## src/mem_arb_pkg.sv

```systemverilog
package mem_arb_pkg;

	localparam int ADDR_W     = 16;
	localparam int DATA_W     = 16;
	localparam int BANK_COUNT = 4;
	localparam int BANK_AW    = 14;
	localparam int BYTE_W     = 8;
	localparam int MASK_W     = DATA_W / BYTE_W; // one enable per byte lane
	localparam int BANK_IDX_W = $clog2(BANK_COUNT);

	typedef logic [ADDR_W-1:0]     addr_t;      // full requester address
	typedef logic [DATA_W-1:0]     data_t;      // memory word
	typedef logic [BANK_AW-1:0]    bank_addr_t; // word address inside a bank
	typedef logic [BANK_IDX_W-1:0] bank_idx_t;  // bank number from the top address bits
	typedef logic [MASK_W-1:0]     mask_t;      // bit 1 is the high byte

	// owner of a bank in the current cycle
	typedef enum logic [1:0]
	{
		SEL_CPU        = 2'd0,
		SEL_FLASH      = 2'd1,
		SEL_BACKGROUND = 2'd2,
		SEL_SPRITE     = 2'd3
	} bank_sel_e;

	// bank 0 holds program code, video fetchers stay out
	localparam logic [BANK_COUNT-1:0] VIDEO_BANK_MASK = {{(BANK_COUNT-1){1'b1}}, 1'b0};

endpackage

```

## src/request_decoder.sv

```systemverilog
`timescale 1ns/1ns

module request_decoder
#(
	parameter int BANK_COUNT = mem_arb_pkg::BANK_COUNT,
	parameter int BANK_AW    = mem_arb_pkg::BANK_AW
)
(
	input  mem_arb_pkg::addr_t     spr_addr,
	input  mem_arb_pkg::addr_t     bg_addr,
	input  mem_arb_pkg::addr_t     fl_addr,
	input  mem_arb_pkg::addr_t     cpu_addr,
	input  logic                   spr_rvalid,
	input  logic                   bg_rvalid,
	input  logic                   fl_wvalid,
	input  logic                   cpu_wr,
	output logic [BANK_COUNT-1:0]  spr_bank_valid,
	output logic [BANK_COUNT-1:0]  bg_bank_valid,
	output logic [BANK_COUNT-1:0]  fl_bank_valid,
	output logic [BANK_COUNT-1:0]  cpu_bank_wr,
	output mem_arb_pkg::bank_idx_t cpu_bank
);

	import mem_arb_pkg::*;

	localparam int BANK_BITS = ADDR_W - BANK_AW; // top address bits that pick the bank

	logic [BANK_BITS-1:0]  spr_bank;
	logic [BANK_BITS-1:0]  bg_bank;
	logic [BANK_BITS-1:0]  fl_bank;
	logic [BANK_BITS-1:0]  cpu_bank_bits;
	logic [BANK_COUNT-1:0] spr_hit;
	logic [BANK_COUNT-1:0] bg_hit;

	assign spr_bank      = spr_addr[ADDR_W-1 -: BANK_BITS];
	assign bg_bank       = bg_addr[ADDR_W-1 -: BANK_BITS];
	assign fl_bank       = fl_addr[ADDR_W-1 -: BANK_BITS];
	assign cpu_bank_bits = cpu_addr[ADDR_W-1 -: BANK_BITS];

	// one-hot valid per bank for every requester
	for (genvar b = 0; b < BANK_COUNT; b++)
	begin : g_dec
		assign spr_hit[b]       = spr_rvalid && (spr_bank == BANK_BITS'(b));
		assign bg_hit[b]        = bg_rvalid && (bg_bank == BANK_BITS'(b));
		assign fl_bank_valid[b] = fl_wvalid && (fl_bank == BANK_BITS'(b)); // flash reaches every bank
		assign cpu_bank_wr[b]   = cpu_wr && (cpu_bank_bits == BANK_BITS'(b));
	end

	// a video read aimed at bank 0 never reaches an arbiter
	assign spr_bank_valid = spr_hit & VIDEO_BANK_MASK;
	assign bg_bank_valid  = bg_hit & VIDEO_BANK_MASK;

	assign cpu_bank = bank_idx_t'(cpu_bank_bits); // router steers cpu data with this

endmodule

```

## config.mk

```make
export PLATFORM = sky130hd
export DESIGN_NAME = request_decoder
export DESIGN_NICKNAME = d
export VERILOG_FILES = /design/src/mem_arb_pkg.sv /design/src/request_decoder.sv
export SDC_FILE = /design/constraint.sdc
export NUM_CORES = 1
export LEC_CHECK = 0
export BUFFER_PORTS_ARGS = -buffer_cell sky130_fd_sc_hd__clkbuf_2
export CAP_MARGIN = 15
export CORE_AREA = 2 2 39 41
export DETAILED_ROUTE_END_ITERATION = 16
export DIE_AREA = 0 0 41 43
export PLACE_DENSITY = 0.85
export SLEW_MARGIN = 20
export SYNTH_ARGS = -nofsm -noshare
export SYNTH_HDL_FRONTEND = slang
export SYNTH_SLANG_ARGS = --single-unit
```

## constraint.sdc

```tcl
create_clock -name vclk -period 0.8
set_input_delay 0.04 -clock vclk [all_inputs]
set_output_delay 0.04 -clock vclk [all_outputs]
set_load 0.02 [all_outputs]
```

# == Word level (Yosys, flattened, before mapping) ==
# Cells that the tools add are included.
# totals
regBits,0
inputBits,68
output_inout_bits,18
wordCells,28
# op_classes
eq_ne,12
reduce_logical,16
# op_table
operator,count
$eq A2 B2 Y1 const B,8
$logic_and A1 B1 Y1,14
$eq A2 B1 Y1 const B,4
$logic_not A2 Y1,2

# == Longest topological paths before layout ==
# depth
depth_word,2
ltp_mapped,1
mapped_depth_nobuf,1

# == Worst setup path after synthesis ==
# No wires, ideal clock.
# synth_timing
path_kind,input -> output
start,input cpu_addr[15]
end,output cpu_bank_wr[0]
arrival_time_ps,378
required_ps,760
path_slack_ps,382
stages,1
path_buffers,0
path_cell_list,nor3b_2
# synth_between
elab_chain_cells,2
# synth_rtl
element,line,text
"start, declared",request_decoder.sv:12,"input mem_arb_pkg::addr_t cpu_addr,"
$logic_not A2 Y1,request_decoder.sv:46,assign cpu_bank_wr[b] = cpu_wr && (cpu_bank_bits == BANK_BITS'(b));
$logic_and A1 B1 Y1,request_decoder.sv:46,
"end, declared",request_decoder.sv:20,"output logic [BANK_COUNT-1:0] cpu_bank_wr,"
# Every way passes these cells.

# == Worst setup path after layout ==
# layout_timing
start,input cpu_addr[15]
end,output cpu_bank_wr[1]
# layout_between
elab_chain_cells,2
# layout_rtl
element,line
$eq A2 B1 Y1,request_decoder.sv:46
$logic_and A1 B1 Y1,request_decoder.sv:46
# Every way passes these cells.

==> results_dict.tcl <==
set metrics [dict create \
    status "finished clean" \
    critical_path_class "primary input to output pin" \
    diodes 0 \
    max-vdd-ir-drop_mv 0.113 \
    startpoint_type "primary input" \
    final_common_cell "clkbuf_2" \
    worstPathMaxFanout 5 \
    min_period_ns 0.564 \
    start_util 0.113 \
    critPathMaxStageDelay_ns 0.21 \
    cp_slowest_cell "and3b_1" \
    clock_buffers 0 \
    yosysWarnings 0 \
    fp.dieW_um 41 \
    ios 86 \
    antenna_found_initial 0 \
    end_kind "output pin" \
    hold_depth 2 \
    synth_cell_types 6 \
    place_inst 60 \
    area_growth_pct 85.6 \
    seqCellArea_um2 0 \
    ctsResizeCount 0 \
    post_cts_buffers 0 \
    hold_path_class "primary input to output pin" \
    ys_seq_area_frac 0 \
    dp_hpwl_um 404 \
    critical_path_required_ns 0.76 \
    layout_common_cells "28 x clkbuf_2, 8 x and3b_1" \
    grt_pass1_vias 154 \
    cp.depth 3 \
    hold_viol 0 \
    holdPathEnd "cpu_bank[0]" \
    ys_top_cells_by_area "and3b_1 45%, buf_4 19%, nor3b_2 16%" \
    synth_area_leader_cell "and3b_1" \
    vias 239 \
    synthCells 19 \
    maxSlewViolCount 0 \
    syn_area_um2 156 \
    fmax_ghz 1.77 \
    rsz0062_at_grt "false" \
    cp.arrival_ns 0.52 \
    tns_ns 0 \
    min_from "cpu_addr[14]" \
    setup_viol 0 \
    drt_iter0_markers 1 \
    seq_cell_count 0 \
    yosys.area.top_type_share 0.448 \
    grt_pass1_wl_um 469 \
    portBuffers 28 \
    num_rows 14 \
    crit_family "buffers and inverters" \
    via_per_inst 3.98 \
    fin_cells 60 \
    finalPower_mw 0.152 \
    final_util 0.210 \
    grt_max_degree 6 \
    ant_nets 0 \
    whs_ns 0.346 \
    overflow 0 \
    gp_congestion 0.625 \
    hold_buffers 0 \
    crit_chain "clkbuf_2, and3b_1, clkbuf_2" \
    power.density_nw_per_um2 523 \
    p_leak_nw 0.212 \
    layout-drive-gt1-share 0.727 \
    drv_cap 0 \
    die_area_um2 1760 \
    cp_common_cell "clkbuf_2" \
    grt_use_total 0.0340 \
    wl_per_cell_um 6.95 \
    nNetsFinal 114 \
    drt-total-wl_um 417 \
    core-area_um2 1380 \
    route.detailed.drc 0 \
    dr.pass1.iters 2 \
    die_h_um 43 \
    critPathBufInv 2 \
    fin_crit_sh 0.705 \
    synth_area_per_cell_um2 8.23 \
]
==> synth_stat cells (all sizes together) <==
cell type,count
and3,4
and3b,8
buf,4
conb,1
nor3b,2
==> routing by layer <==
layer  global-route usage  share of wire  up-vias
met1               0.0158           0.29      100
met4                    0              0        0
met2               0.0875           0.48       24
li1                     -              -      115
met3              0.00524           0.22        0
met5                    0              0        -
==> worst max-delay path by stage <==
stage | from | endpoint | slack, ns
2_1_floorplan | cpu_addr[15] | cpu_bank_wr[0] | 0.38
3_3_place_gp | cpu_addr[14] | cpu_bank_wr[2] | 0.25
3_5_place_dp | cpu_addr[15] | cpu_bank_wr[1] | 0.22
4_1_cts | cpu_addr[15] | cpu_bank_wr[1] | 0.22
5_1_grt | cpu_addr[15] | cpu_bank_wr[1] | 0.19
6_report | cpu_addr[15] | cpu_bank_wr[1] | 0.24
==> through the flow <==
stage / setup WS, ns / instance area (um2)
6_report: 0.236 / 290
5_1_grt: 0.194 / 290
4_1_cts: 0.221 / 290
3_5_place_dp: 0.222 / 290
3_3_place_gp: 0.251 / 290
2_1_floorplan: 0.382 / 160
==> area by class of cell <==
cell class,instances,area [um2]
Fill cell,157,1090
Timing Repair Buffer,28,140
Multi-Input combinational cell,16,130
Tap cell,16,20.0
==> cell families after synthesis <==
logic type / share of synthesized area
buf+inv: 0.192
other cells: 0.0240
simple gates: 0.784
==> report_power, final <==
part	leakage [nW]	switching (mW)	internal, mW
Sequential	0	0	0
Combinational	0.212	0.0893	0.0627
Clock	0	0	0
Power figures use the tool's default switching activity.
