==> config.mk <==
export PLATFORM = sky130hd
export DESIGN_NAME = response_router
export DESIGN_NICKNAME = d
export VERILOG_FILES = /design/src/mem_arb_pkg.sv /design/src/response_router.sv
export SDC_FILE = /design/constraint.sdc
export NUM_CORES = 1
export LEC_CHECK = 0
export BUFFER_PORTS_ARGS = -buffer_cell sky130_fd_sc_hd__buf_2
export CORE_ASPECT_RATIO = 0.5
export CORE_UTILIZATION = 24
export CTS_BUF_LIST = sky130_fd_sc_hd__clkbuf_4 sky130_fd_sc_hd__clkbuf_8
export DETAILED_ROUTE_END_ITERATION = 10
export GPL_ROUTABILITY_DRIVEN = 0
export PLACE_DENSITY_LB_ADDON = 0.3
export SKIP_LAST_GASP = 1
export SLEW_MARGIN = 30
export SYNTH_ARGS = -nofsm -noshare
export SYNTH_HDL_FRONTEND = slang
export SYNTH_SLANG_ARGS = --single-unit
export TNS_END_PERCENT = 5
==> constraint.sdc <==
create_clock -name CLK -period 1.3 [get_ports CLK]
set_clock_uncertainty 0.05 [all_clocks]
set_input_delay 0.13 -clock CLK [delete_from_list [all_inputs] [get_ports CLK]]
set_output_delay 0.13 -clock CLK [all_outputs]
set_load 0.05 [all_outputs]
==> src/mem_arb_pkg.sv <==
package mem_arb_pkg;

	localparam int ADDR_W     = 16;
	localparam int DATA_W     = 16;
	localparam int BANK_COUNT = 4;
	localparam int BANK_AW    = 14;
	localparam int BYTE_W     = 8;
	localparam int MASK_W     = DATA_W / BYTE_W; // one enable per byte lane
	localparam int BANK_IDX_W = $clog2(BANK_COUNT);

	typedef logic [ADDR_W-1:0]     addr_t;      // full requester address
	typedef logic [DATA_W-1:0]     data_t;      // memory word
	typedef logic [BANK_AW-1:0]    bank_addr_t; // word address inside a bank
	typedef logic [BANK_IDX_W-1:0] bank_idx_t;  // bank number from the top address bits
	typedef logic [MASK_W-1:0]     mask_t;      // bit 1 is the high byte

	// owner of a bank in the current cycle
	typedef enum logic [1:0]
	{
		SEL_CPU        = 2'd0,
		SEL_FLASH      = 2'd1,
		SEL_BACKGROUND = 2'd2,
		SEL_SPRITE     = 2'd3
	} bank_sel_e;

	// bank 0 holds program code, video fetchers stay out
	localparam logic [BANK_COUNT-1:0] VIDEO_BANK_MASK = {{(BANK_COUNT-1){1'b1}}, 1'b0};

endpackage

==> src/response_router.sv <==
`timescale 1ns/1ns

module response_router
#(
	parameter int BANK_COUNT = mem_arb_pkg::BANK_COUNT,
	parameter int BANK_AW    = mem_arb_pkg::BANK_AW
)
(
	input  logic                   CLK,
	input  logic                   rst_n,
	input  mem_arb_pkg::bank_sel_e bank_sel [BANK_COUNT],
	input  mem_arb_pkg::data_t     ram_rdata [BANK_COUNT],
	input  mem_arb_pkg::bank_idx_t cpu_bank,
	input  mem_arb_pkg::addr_t     spr_addr,
	input  mem_arb_pkg::addr_t     bg_addr,
	output mem_arb_pkg::data_t     cpu_rdata,
	output mem_arb_pkg::data_t     spr_rdata,
	output mem_arb_pkg::data_t     bg_rdata,
	output logic                   cpu_success,
	output logic                   fl_wready,
	output logic                   spr_rready,
	output logic                   bg_rready
);

	import mem_arb_pkg::*;

	localparam int BANK_BITS = ADDR_W - BANK_AW;

	bank_sel_e sel_q [BANK_COUNT]; // owner of each bank last cycle
	logic      cpu_hit_q;          // cpu owned its own bank last cycle
	bank_idx_t cpu_bank_q;
	bank_idx_t spr_bank_q;
	bank_idx_t bg_bank_q;

	always_ff @(posedge CLK or negedge rst_n)
	begin
		if (!rst_n)
		begin
			for (int b = 0; b < BANK_COUNT; b++)
				sel_q[b] <= SEL_CPU;
			cpu_hit_q <= 1'b0;
		end
		else
		begin
			for (int b = 0; b < BANK_COUNT; b++)
				sel_q[b] <= bank_sel[b];
			cpu_hit_q <= (bank_sel[cpu_bank] == SEL_CPU);
		end
	end

	// bank numbers only steer read data
	always_ff @(posedge CLK)
	begin
		cpu_bank_q <= cpu_bank;
		spr_bank_q <= bank_idx_t'(spr_addr[ADDR_W-1 -: BANK_BITS]);
		bg_bank_q  <= bank_idx_t'(bg_addr[ADDR_W-1 -: BANK_BITS]);
	end

	// ready when any bank served the requester last cycle
	always_comb
	begin
		fl_wready  = 1'b0;
		spr_rready = 1'b0;
		bg_rready  = 1'b0;
		for (int b = 0; b < BANK_COUNT; b++)
		begin
			if (sel_q[b] == SEL_FLASH)
				fl_wready = 1'b1;
			if (sel_q[b] == SEL_SPRITE)
				spr_rready = 1'b1;
			if (sel_q[b] == SEL_BACKGROUND)
				bg_rready = 1'b1;
		end
	end

	assign cpu_success = cpu_hit_q;

	// read data from the bank each requester addressed
	assign cpu_rdata = ram_rdata[cpu_bank_q];
	assign spr_rdata = ram_rdata[spr_bank_q];
	assign bg_rdata  = ram_rdata[bg_bank_q];

endmodule

# Word-level counts from Yosys, hierarchy flattened
# Index checks and enable logic that the tools add are counted.
[word_totals] regBits=15 in_bits=108 out_inout_bits=52 word_cells=53
[op_classes] magnitude_cmp=4 n_eq_ne=12 mux=24 bitwise_logic=4 reduce_logical=1
[ops] cell="$bmux 16 s2" count=3
[ops] cell="$mux 16" count=6
[ops] cell="$eq 2x2->1 const B" count=8
[ops] cell="$ge 3x3->1 const B" count=4
[ops] cell="$mux 1" count=12
[ops] cell="$not 2->3" count=4
[ops] cell="$eq 2x1->1 const B" count=4
[ops] cell="$bmux 2 s2" count=1
[ops] cell="$mux 2" count=2
[ops] cell="$logic_not 2->1" count=1

# Logic depth before layout (Yosys ltp)
[logic_depth] depth_word=5 mapped_depth=3

# Worst setup path after synthesis
# No wires, ideal clock.
[synth_path] kind="reg-to-output" startpoint="reg bg_bank_q[0]" endpoint="out bg_rdata[0]" arrival_time_ns=1.234 required_ns=1.120 path_slack_ns=-0.114 path_stages_with_launch=3 n_path_buf=1 path_cell_list="dfxtp_1 > buf_6 > mux4_1"
[synth_between] elab_chain_len=4
[synth_rtl] element="from (decl)" line="response_router.sv:33" rtl="bank_idx_t bg_bank_q;"
[synth_rtl] element="from (signal assigned)" line="response_router.sv:56" rtl="bg_bank_q <= bank_idx_t'(bg_addr[ADDR_W-1 -: BANK_BITS]);"
[synth_rtl] element="$not 2->3 (implied by the code)" line="response_router.sv:81" rtl="assign bg_rdata = ram_rdata[bg_bank_q];"
[synth_rtl] element="$bmux 16 s2" line="response_router.sv:81"
[synth_rtl] element="$mux 16 (implied by the code) (2 in series)" line="response_router.sv:81"
[synth_rtl] element="to (decl)" line="response_router.sv:18" rtl="output mem_arb_pkg::data_t bg_rdata,"
# No other way between the ends. The select of a mux whose other input is x is not followed.

# Worst setup path in the final report
[layout_path] startpoint="reg bg_bank_q[0]" endpoint="out bg_rdata[7]"
# Same word-level chain as after synthesis.

==> reports/summary.md <==
The run gives 0.436 as the post-layout utilization of the core. The number of antenna violations at the first check in global routing was 0. The element type at the critical path start was a register. Synthesis produced a netlist whose cell count is 92.

For the sequential element share of the synthesized area, the log shows 0.199. The setup path with the least slack is of type reg -> out. The design draws 2.50 mW. The tree is rooted in a clkbuf_8. During synthesis, Yosys emitted a total of 0 warnings. Maximum count of clock buffers along a single path: 2.

The tools report the post-placement worst setup slack as -0.237 ns. The finished cells cover 2980 um2. The mapped netlist covers 1740 um2. The tools report the H-tree depth as 1. The fraction of synthesized area in multiplexers is 0.675.

The first global-routing pass estimated 8.74 mm of wire. At the worst endpoint, the required time is 1.12 ns. TritonCTS built the clock tree. For the worst setup margin, the log shows -0.367 ns. Leaving out fill and tap cells, the most frequent cell in the layout is buf_2. After filler insertion, the fill cell instance count of the layout stands at 639. For this run, design rule violations remaining after detail routing come to 0. The logs give 1.49 ns for the arrival time at the worst endpoint and 0.705 mV for the peak ir drop on the vdd network.

The global routing usage summed across all routing layers was 0.147; the core region area was 6830 um2. Post-synthesis share of cell area spent on and, or, nand and nor gates: 0.0324. The via count of the first global-routing pass is 1817. The xor/xnor share of the synthesized area came out at 0. For the net count after synthesis, the log shows 200. In this run the horizontal extent of the chip is 122 um. The complex-gate fraction of the synthesized area is 0.0202. Relative to the synthesized area, the layout overhead comes to 71.8%.

The routed design has 5.46 mm of wire. From bottom edge to top edge, the die measures 62.1 um. The measured slew at the worst slew-check pin is 0.254 ns. The logs give 0.254 for the starting density of the core and 0 for the max-slew violation total from the final report. After clock tree synthesis, the clock-pin slew on the worst setup and hold paths is 0.06 ns.

Summing over every cut layer, the via total after detailed routing is 1621. By area, the combinational part of the netlist is dominated by multiplexers. For this design, the sink count on the clock tree is 15. The number of inserted diodes was 0; the number of violations reported at the end of detailed-routing iteration 0 was 48. The average via count per standard cell came out at 4.88. Worst setup path startpoint: bg_bank_q[0]. The routed wirelength normalized by instance count was 16.4 um; the cell leakage power was 1.29 nW.

Power spread over the standard cell area amounts to 839 nW/um2. The total placed cells including tap cells is 311. The floorplan has 21 rows. Adder-cell share of the synthesized area: 0. The total iterations of the first detailed-routing run is 4. The tools report the number of distinct library cells after synthesis as 15. The run gives 0 as the number of maximum-capacitance violations. In this run the worst hold path is classified as in -> async. The number of routed nets with antenna violations came out at 0. The share of the clock period used by the worst path after layout is 1.28, and the number of input and output port buffers inserted is 131. The flow ran to the end, but the final reports show violations. After layout, the minimum clock period comes to 1.67 ns.

The logs give 0 for the number of hold violations in the final report and 0 for the leftover overflow at the end of global routing. The checks that failed: setup timing. The tools report the sort of element at the end of the critical path as an output pin. The top fanout value on the critical path was 10. The share of cells above drive strength 1 came out at 0.821.

In the final timing run, aggregate negative setup slack is -16.87 ns. Setup repair after global routing could not meet its margin everywhere. In this run, CTS created clock tree buffers numbering 3. The tools report the total setup violations reported at the end of the flow as 51.

The die covers 7600 um2. The placed wire-length estimate is 4.13 mm. Static timing analysis puts the maximum clock frequency at 0.600 GHz. The number of I/O pins was 160; the number of nets in the final layout was 349.

The run gives 0.832 as the worst relative slew slack. Leaving out fill and tap cells, the most frequent cells in the layout are 88 x buf_2, 49 x mux4_2, 37 x buf_6, 15 x dlygate4sd3_1, 9 x dfrtp_1. Counting flops and latches in the post-synthesis netlist gives 15. Mean instance size in the synthesized netlist: 18.9 um2. The run gives 0.194 ns as the worst hold slack after final layout. The finished layout holds 332 standard cells, fillers aside. The placed instances occupy a cell area of 2520 um2.

The run gives 17 as the pin count of the biggest net entering global routing.
state kept, by name (all words and copies together) (netlist names):
signal and cells:
sel_q 8, cpu_bank_q 2, bg_bank_q 2, spr_bank_q 2
cpu_success 1
cells by family after synthesis:
family,Yosys count
compound gates,4
buf+inv,13
flops,15
mux,49
simple gates,11
per-layer routing:
| metal | global-route usage | vias to the layer above | share of wire | routed length [um] |
|---|---|---|---|---|
| met4 | 0.0259 | 0 | 0.0024 | 13 |
| met1 | 0.171 | 840 | 0.39 | 2150 |
| met5 | 0 | - | 0 | 0 |
| met3 | 0.0276 | 2 | 0.048 | 263 |
| met2 | 0.280 | 60 | 0.55 | 3030 |
| li1 | - | 719 | - | - |
worst max-delay path by stage:
stage	endpoint	slack, ns
6_report	bg_rdata[7]	-0.37
3_5_place_dp	bg_rdata[11]	-0.24
5_1_grt	spr_rdata[2]	-0.41
3_3_place_gp	bg_rdata[11]	-0.20
4_1_cts	spr_rdata[8]	-0.39
2_1_floorplan	bg_rdata[0]	-0.11
layout make-up:
cell class	instances	area, um2	share of cell area
Multi-Input combinational cell	64	1190	0.401
Sequential cell	15	354	0.119
Clock buffer	3	41.3	0.0138
Inverter	1	3.75	0.00126
Tap cell	92	115	0.0386
Clock inverter	1	7.51	0.00252
Timing Repair Buffer	156	1260	0.424
synth_stat cells:
library cell	count	area [um2]
nor2_1	4	15.0
nand2_1	1	3.75
nor2b_1	3	18.8
dfxtp_1	6	120
a22oi_1	2	15.0
inv_1	1	3.75
nand2b_1	3	18.8
buf_6	3	33.8
buf_2	6	30.0
buf_12	3	60.1
mux4_2	31	698
o2111ai_1	1	8.76
mux4_1	18	473
a2111o_1	1	11.3
dfrtp_1	9	225
where the power goes:
group	total (mW)	switching (mW)	internal, mW
logic	1.61	0.911	0.697
registers	0.513	0.0239	0.489
clock network	0.380	0.165	0.215
total	2.50	1.10	1.40
worst max-delay path, stage by stage (launching register included):
cell	delay [ns]
dfxtp_2	0.36
buf_12	0.16
mux4_2	0.49
buf_2	0.22
repair_timing:
action | CTS | global route
setup endpoints to repair | 51 | 51
setup buffers | 0 | 0
hold buffers | 15 | 0
hold endpoints to repair | 23 | 0
gates cloned | 2 | 0
pin swaps | 0 | 0
gates resized for setup | 103 | 13
Note: power is estimated with default switching activity, not from simulation.
