File: config.mk
export PLATFORM = sky130hd
export DESIGN_NAME = bank_arbiter
export DESIGN_NICKNAME = d
export VERILOG_FILES = /design/src/mem_arb_pkg.sv /design/src/bank_arbiter.sv
export SDC_FILE = /design/constraint.sdc
export NUM_CORES = 1
export LEC_CHECK = 0
export BUFFER_PORTS_ARGS = -buffer_cell sky130_fd_sc_hd__clkbuf_2
export CAP_MARGIN = 20
export CELL_PAD_IN_SITES_DETAIL_PLACEMENT = 1
export CELL_PAD_IN_SITES_GLOBAL_PLACEMENT = 2
export CORE_MARGIN = 2
export CORE_UTILIZATION = 10
export DETAILED_ROUTE_END_ITERATION = 10
export PLACE_DENSITY_LB_ADDON = 0.1
export REMOVE_ABC_BUFFERS = 1
export SLEW_MARGIN = 20
export SYNTH_ARGS = -nofsm -noshare
export SYNTH_HDL_FRONTEND = slang
export SYNTH_SLANG_ARGS = --single-unit
File: constraint.sdc
create_clock -name vclk -period 2.55
set_clock_uncertainty 0.1 [all_clocks]
set_input_delay 0.255 -clock vclk [all_inputs]
set_output_delay 0.255 -clock vclk [all_outputs]
set_load 0.01 [all_outputs]
File: src/mem_arb_pkg.sv
package mem_arb_pkg;

	localparam int ADDR_W     = 16;
	localparam int DATA_W     = 16;
	localparam int BANK_COUNT = 4;
	localparam int BANK_AW    = 14;
	localparam int BYTE_W     = 8;
	localparam int MASK_W     = DATA_W / BYTE_W; // one enable per byte lane
	localparam int BANK_IDX_W = $clog2(BANK_COUNT);

	typedef logic [ADDR_W-1:0]     addr_t;      // full requester address
	typedef logic [DATA_W-1:0]     data_t;      // memory word
	typedef logic [BANK_AW-1:0]    bank_addr_t; // word address inside a bank
	typedef logic [BANK_IDX_W-1:0] bank_idx_t;  // bank number from the top address bits
	typedef logic [MASK_W-1:0]     mask_t;      // bit 1 is the high byte

	// owner of a bank in the current cycle
	typedef enum logic [1:0]
	{
		SEL_CPU        = 2'd0,
		SEL_FLASH      = 2'd1,
		SEL_BACKGROUND = 2'd2,
		SEL_SPRITE     = 2'd3
	} bank_sel_e;

	// bank 0 holds program code, video fetchers stay out
	localparam logic [BANK_COUNT-1:0] VIDEO_BANK_MASK = {{(BANK_COUNT-1){1'b1}}, 1'b0};

endpackage

File: src/bank_arbiter.sv
`timescale 1ns/1ns

module bank_arbiter
#(
	parameter int BANK_AW = mem_arb_pkg::BANK_AW
)
(
	input  logic                    spr_valid,
	input  logic                    bg_valid,
	input  logic                    fl_valid,
	input  logic                    cpu_wr,
	input  mem_arb_pkg::addr_t      spr_addr,
	input  mem_arb_pkg::addr_t      bg_addr,
	input  mem_arb_pkg::addr_t      fl_addr,
	input  mem_arb_pkg::addr_t      cpu_addr,
	input  mem_arb_pkg::data_t      fl_wdata,
	input  mem_arb_pkg::data_t      cpu_wdata,
	input  mem_arb_pkg::mask_t      cpu_mask,
	output mem_arb_pkg::bank_sel_e  bank_sel,
	output mem_arb_pkg::bank_addr_t ram_addr,
	output mem_arb_pkg::data_t      ram_wdata,
	output logic                    ram_wr,
	output mem_arb_pkg::mask_t      ram_mask
);

	import mem_arb_pkg::*;

	// fixed priority with the cpu as fallback owner
	always_comb
	begin
		if (fl_valid)
			bank_sel = SEL_FLASH;
		else if (spr_valid)
			bank_sel = SEL_SPRITE;
		else if (bg_valid)
			bank_sel = SEL_BACKGROUND;
		else
			bank_sel = SEL_CPU;
	end

	// steer the owner onto the bank port
	always_comb
	begin
		ram_addr  = cpu_addr[BANK_AW-1:0];
		ram_wdata = cpu_wdata;
		ram_mask  = cpu_mask;
		ram_wr    = 1'b0;
		case (bank_sel)
			SEL_FLASH:
			begin
				ram_addr  = fl_addr[BANK_AW-1:0];
				ram_wdata = fl_wdata;
				ram_mask  = '1; // flash always writes whole words
				ram_wr    = 1'b1;
			end
			SEL_SPRITE:
			begin
				ram_addr = spr_addr[BANK_AW-1:0]; // read only
			end
			SEL_BACKGROUND:
			begin
				ram_addr = bg_addr[BANK_AW-1:0]; // read only
			end
			default:
			begin
				ram_wr = cpu_wr; // cpu write only lands while it owns the bank
			end
		endcase
	end

endmodule

-- Word-level counts from Yosys, hierarchy flattened
Index checks and enable logic that the tools add are counted.
- output and inout bits: 35
- register bits after elaboration: 0
- reductions and logical operators: 1
- equality and inequality tests: 3
- mux-type cells: 7
- operator list (cell ; count):
    14-bit one-hot mux with 3 select lines ; 1
    16-bit 2-to-1 mux ; 1
    2-bit 2-to-1 mux ; 4
    2-bit equality test, second input constant ; 2
    2-bit by 1-bit equality test with 1-bit output, second input constant ; 1
    1-bit one-hot mux with 2 select lines ; 1
    2-bit OR reduction ; 1

-- Depth between registers and ports, before layout
Gate-level depths: netlist (run 1).
- depth after elaboration: 6
- mapped depth: 5
- depth with buffers taken out: 3

-- Worst setup path after synthesis (run 1)
Ideal clock, no wire load.
- path type: input port to output port
- start point: input port fl_valid
- end point: output port ram_addr[0]
- stages on the path: 5
- arrival time: 1.016 ns
- path slack: 1.179 ns
- required time: 2.195 ns
- cells stage by stage: or3_1 > buf_2 > buf_6 > nor2_1 > a21oi_1
- word-level cells in the longest chain between the ends: 3
- elaborated cells on any way between the ends: 5
- classes of those cells: 3 x eq/ne; 2 x mux
- RTL lines (element ; line ; RTL):
    start: declaration ; bank_arbiter.sv:10 ; input logic fl_valid,
    2-bit 2-to-1 mux * ; bank_arbiter.sv:31 ; if (fl_valid)
    2-bit equality test or 2-bit by 1-bit equality test with 1-bit output (tied branches) ; bank_arbiter.sv:48 ; case (bank_sel)
    14-bit one-hot mux with 3 select lines * ; bank_arbiter.sv:48 ;
    end: declaration ; bank_arbiter.sv:20 ; output mem_arb_pkg::bank_addr_t ram_addr,
Mark *: on every way between the ends. The rest lies on a longest branch, timed or not.

-- Worst setup path after layout (run 1)
- start point: input port spr_valid
- end point: output port ram_addr[3]
- word-level cells in the longest chain between the ends: 4
- elaborated cells on any way between the ends: 6
- classes of those cells: 3 x eq/ne; 3 x mux
- RTL lines (element ; line ; RTL):
    start: declaration ; bank_arbiter.sv:8 ; input logic spr_valid,
    2-bit 2-to-1 mux * ; bank_arbiter.sv:33 ; else if (spr_valid)
    2-bit 2-to-1 mux * ; bank_arbiter.sv:31 ;
    2-bit equality test or 2-bit by 1-bit equality test with 1-bit output (tied branches) ; bank_arbiter.sv:48 ;
    14-bit one-hot mux with 3 select lines * ; bank_arbiter.sv:48 ;
Marks and branches as above.

==> flow_summary.ini, run 1 <==
[logic_synthesis]
netlist_area_um2 = 698.2
synth_compound_area_share_pct = 31.18
synthSimpleGateAreaFrac_pct = 27.24
synth_xor_area_share_pct = 0
avgSynthCellArea_um2 = 5.917
syn_inst = 118
synth_area_leader_cell = mux2_2
synth_fa_ha_area_share_pct = 0
ys_warn_count = 0
yosysSeqAreaShare_pct = 0
synthMuxAreaShare_pct = 25.81
synth_top_family_by_area = compound AO/OA/AOI/OAI gates
synth.distinct_cells = 12
synthTopCellsByArea = mux2_2 26%, a221o_1 20%, nor2_1 16%, a21oi_1 10%, inv_1 7.5%
synth_top_area_share_pct = 25.81

[floorplanning]
start_util_pct = 10.33
die_area_um2 = 7666
die_h_um = 87.56
ios = 137
core_um2 = 6756
rows = 30
die_w_um = 87.56

[power]
p_leak_uw = 0.0008619
powerDensity_nw_per_um2 = 171.0
ir_worst_vdd_mv = 0.04428

[routing]
drc = 0
wl_per_cell_um = 12.09
via_per_inst = 4.094
dr_total_vias = 1310
drt-total-wl_mm = 3.870
drtIter0Drc = 10
ant_nets = 0
drtPass1Iterations = 2

[global_route]
grt_pass1_wl_mm = 5.761
grt_use_total_pct = 9.160
grt_pass1_vias = 1291
grt_max_degree = 27
grt-ovfl-total = 0
antenna_found_initial = 0

[worst_setup_path]
end_kind = output pin
cp.arrival_ns = 1.60
slowest_delay_ns = 0.70
crit_top_cell = clkbuf_2
critPathTopFamily = simple AND/OR/NAND/NOR gates
critPathBufInv = 2
worstSetupPathType = in2out
crit_fanout = 20
crit_required_ns = 2.19
path_cells = clkbuf_2, or3_1, nor2_1, a21oi_1, clkbuf_2
slowest_stage = or3_1
start_kind = input pin

[clocking]
postCtsSetupRepairBufs = 0
cts_resized = 0
cts_hold_buffers = 0

[cells_and_area]
final_core_util_pct = 20.96
area_delta_synth_final_pct = 102.9
fin_cells = 320
insertedDiodeCount = 0
seq_cells = 0
drive_gt1_share_pct = 63.33
n_clock_buffer = 0
regArea_um2 = 0
final_nets = 344

[sta]
slew_headroom_pct = 58.34
setup_slack_ns = 0.5947
rsz0062_at_grt = false
period_minus_slack_ns = 1.955
timing.fmax_ghz = 0.5114
fin_crit_sh_pct = 76.68
final.setup.tns_ns = 0
finalHoldViolations = 0
max_slew.worst_pin.slew_ns = 0.6248
whs_ns = 0.6896
drv_slew = 0
setup_viol = 0

[outcome]
run_status = finished, final reports clean

[placement]
io_buffers = 129
dpl_worst_slack_ns = 0.5326
gp_congestion = 0.6662
dp_hpwl_mm = 3.272
dp.cells = 320

[min_path]
hold_class = in2out

[job]
maxCapViolCount = 0
## cell usage in the layout, fill, tap and decap left out
cell / n
nor2_1: 30
inv_1: 14
or3_1: 1
a21o_1: 1
a21oi_1: 14
nand2_1: 14
mux2_2: 16
buf_4: 4
or2_2: 3
a221o_1: 14
clkbuf_2: 129
## per-layer routing
metal | vias to the layer above | global-route usage, % | wire length [µm]
li1 | 647 | - | -
met1 | 564 | 10.89 | 1597
met2 | 99 | 16.60 | 1687
met3 | 0 | 3.582 | 585
met4 | 0 | 0 | 0
met5 | - | 0 | 0
## cell families after synthesis
group	after synthesis
simple gates	48
mux	16
buf+inv	25
compound gates	29
## synth_stat cells, drive strengths merged
library cell and count:
buf 8, nand2 14, a221o 14, mux2 16, nor2 30, or3 1
inv 14, clkbuf 3, a21o 1, a21oi 14, or2 3
## power by group
part / internal (µW) / switching [µW]
logic: 130 / 113
clock network: 0 / 0
registers: 0 / 0
total: 130 / 113
## final timing paths
kind,from,to,slack (ns),cells after the start
setup / recovery,spr_valid,ram_addr[3],0.59,5
hold / removal,cpu_mask[1],ram_mask[1],0.69,3
## final cells by class
| cell class | count | area (µm²) |
|---|---|---|
| fill | 908 | 5340 |
| timing repair buffer | 133 | 675.6 |
| multi-input combinational | 93 | 588.1 |
| tap | 80 | 100.1 |
| inverter | 14 | 52.55 |
## stage by stage
stage / total power, µW / area, µm²
6_report: 242.2 / 1416
5_1_grt: 270.9 / 1416
4_1_cts: 249.0 / 1416
3_5_place_dp: 247.7 / 1416
3_3_place_gp: 249.1 / 1416
2_1_floorplan: 97.15 / 640.6
Note: power is estimated with default switching activity, not from simulation.
==> inputs of run 2 (changes only) <==
clock period = 1.6 ns   (was 2.55 ns; I/O delays follow)
==> flow_summary.ini, run 2 (synthesized netlist as in run 1, its figures left out) <==
[floorplanning]
die_h_um = 87.56
die_area_um2 = 7666
core_um2 = 6756
start_util_pct = 10.33
die_w_um = 87.56
rows = 30
ios = 137

[sta]
setup_viol = 0
fin_crit_sh_pct = 91.97
final.setup.tns_ns = 0
max_slew.worst_pin.slew_ns = 0.2089
finalHoldViolations = 0
rsz0062_at_grt = false
drv_slew = 0
period_minus_slack_ns = 1.472
timing.fmax_ghz = 0.6795
slew_headroom_pct = 86.07

[cells_and_area]
n_clock_buffer = 0
final_common_cell = clkbuf_2
area_delta_synth_final_pct = 111.1
final_cell_mix = 128 x clkbuf_2, 30 x nor2_1, 16 x mux2_2
design_area_um2 = 1474
final_nets = 350
insertedDiodeCount = 0
seq_cells = 0
drive_gt1_share_pct = 64.23
regArea_um2 = 0

[worst_setup_path]
end_kind = output pin
cp.arrival_ns = 1.21
critPathLaunch = spr_valid
critPathBufInv = 3
worstSetupPathType = in2out
start_kind = input pin
path_depth = 6
crit_required_ns = 1.34
slowest_stage = a221o_1
crit_fanout = 9
slowest_delay_ns = 0.32
path_cells = buf_2, buf_4, nor2_1, a221o_1, a21oi_1, clkbuf_2
critPathTopFamily = buffers and inverters

[placement]
placed_area_um2 = 1474
io_buffers = 129
dp_hpwl_mm = 3.478
gp_congestion = 0.6712

[routing]
wl_per_cell_um = 12.15
drtIter0Drc = 6
drtPass1Iterations = 2
drt-total-wl_mm = 3.960
drc = 0
dr_total_vias = 1321
via_per_inst = 4.052
ant_nets = 0

[power]
powerDensity_nw_per_um2 = 271.7
ir_worst_vdd_mv = 0.06515
p_total_uw = 400.4
p_leak_uw = 0.0008941

[min_path]
min_path_cells = 3
hold_class = in2out
hp-start = cpu_mask[0]

[global_route]
grt-ovfl-total = 0
grt_pass1_wl_mm = 6.127
grt_use_total_pct = 9.644
grt_pass1_vias = 1292
antenna_found_initial = 0
grt_max_degree = 18

[outcome]
run_status = finished, final reports clean

[clocking]
postCtsSetupRepairBufs = 0
cts_hold_buffers = 0

[job]
maxCapViolCount = 0
run 2: power breakdown:
group / internal, µW / switching [µW] / leakage, µW
combinational: 219 / 182 / 0.000894
clock: 0 / 0 / 0
sequential: 0 / 0 / 0
run 2: path summary, 6_finish.rpt:
kind / end / slack (ns)
hold / removal: ram_mask[0] / 0.50
setup / recovery: ram_addr[10] / 0.13
run 2: stage by stage:
stage | util, % | worst slack [ns] | instances | hold slack, ns
2_1_floorplan | - | 0.4605 | 107 | 0.2675
3_3_place_gp | 21.81 | 0.1128 | 326 | 0.5120
3_5_place_dp | 21.81 | 0.07261 | 326 | 0.5078
4_1_cts | 21.81 | 0.06983 | 326 | 0.5089
5_1_grt | 21.81 | 0.03033 | 326 | 0.5188
6_report | 21.81 | 0.1284 | 326 | 0.5004
run 2: final cells by class:
class / count / area [µm²]
Fill cell: 907 / 5283
Timing Repair Buffer: 139 / 733.2
Multi-Input combinational cell: 93 / 588.1
Tap cell: 80 / 100.1
Inverter: 14 / 52.55
run 2: what timing repair did:
| action | in CTS | in global routing |
|---|---|---|
| hold endpoints to repair | 0 | 0 |
| endpoints found under the setup margin | 0 | 1 |
| resized for setup | 0 | 1 |
run 2: worst min-delay path: cells and delay by family:
family	cells	cell delay, ns
simple gates	1	0.09
buf+inv	2	0.19
run 2: per-layer routing:
layer / vias up / share of wire (%) / GRT usage (%)
li1: 660 / - / -
met1: 562 / 45 / 12.74
met2: 99 / 41 / 16.46
met3: 0 / 14 / 3.016
met4: 0 / 0 / 0
met5: - / 0 / 0
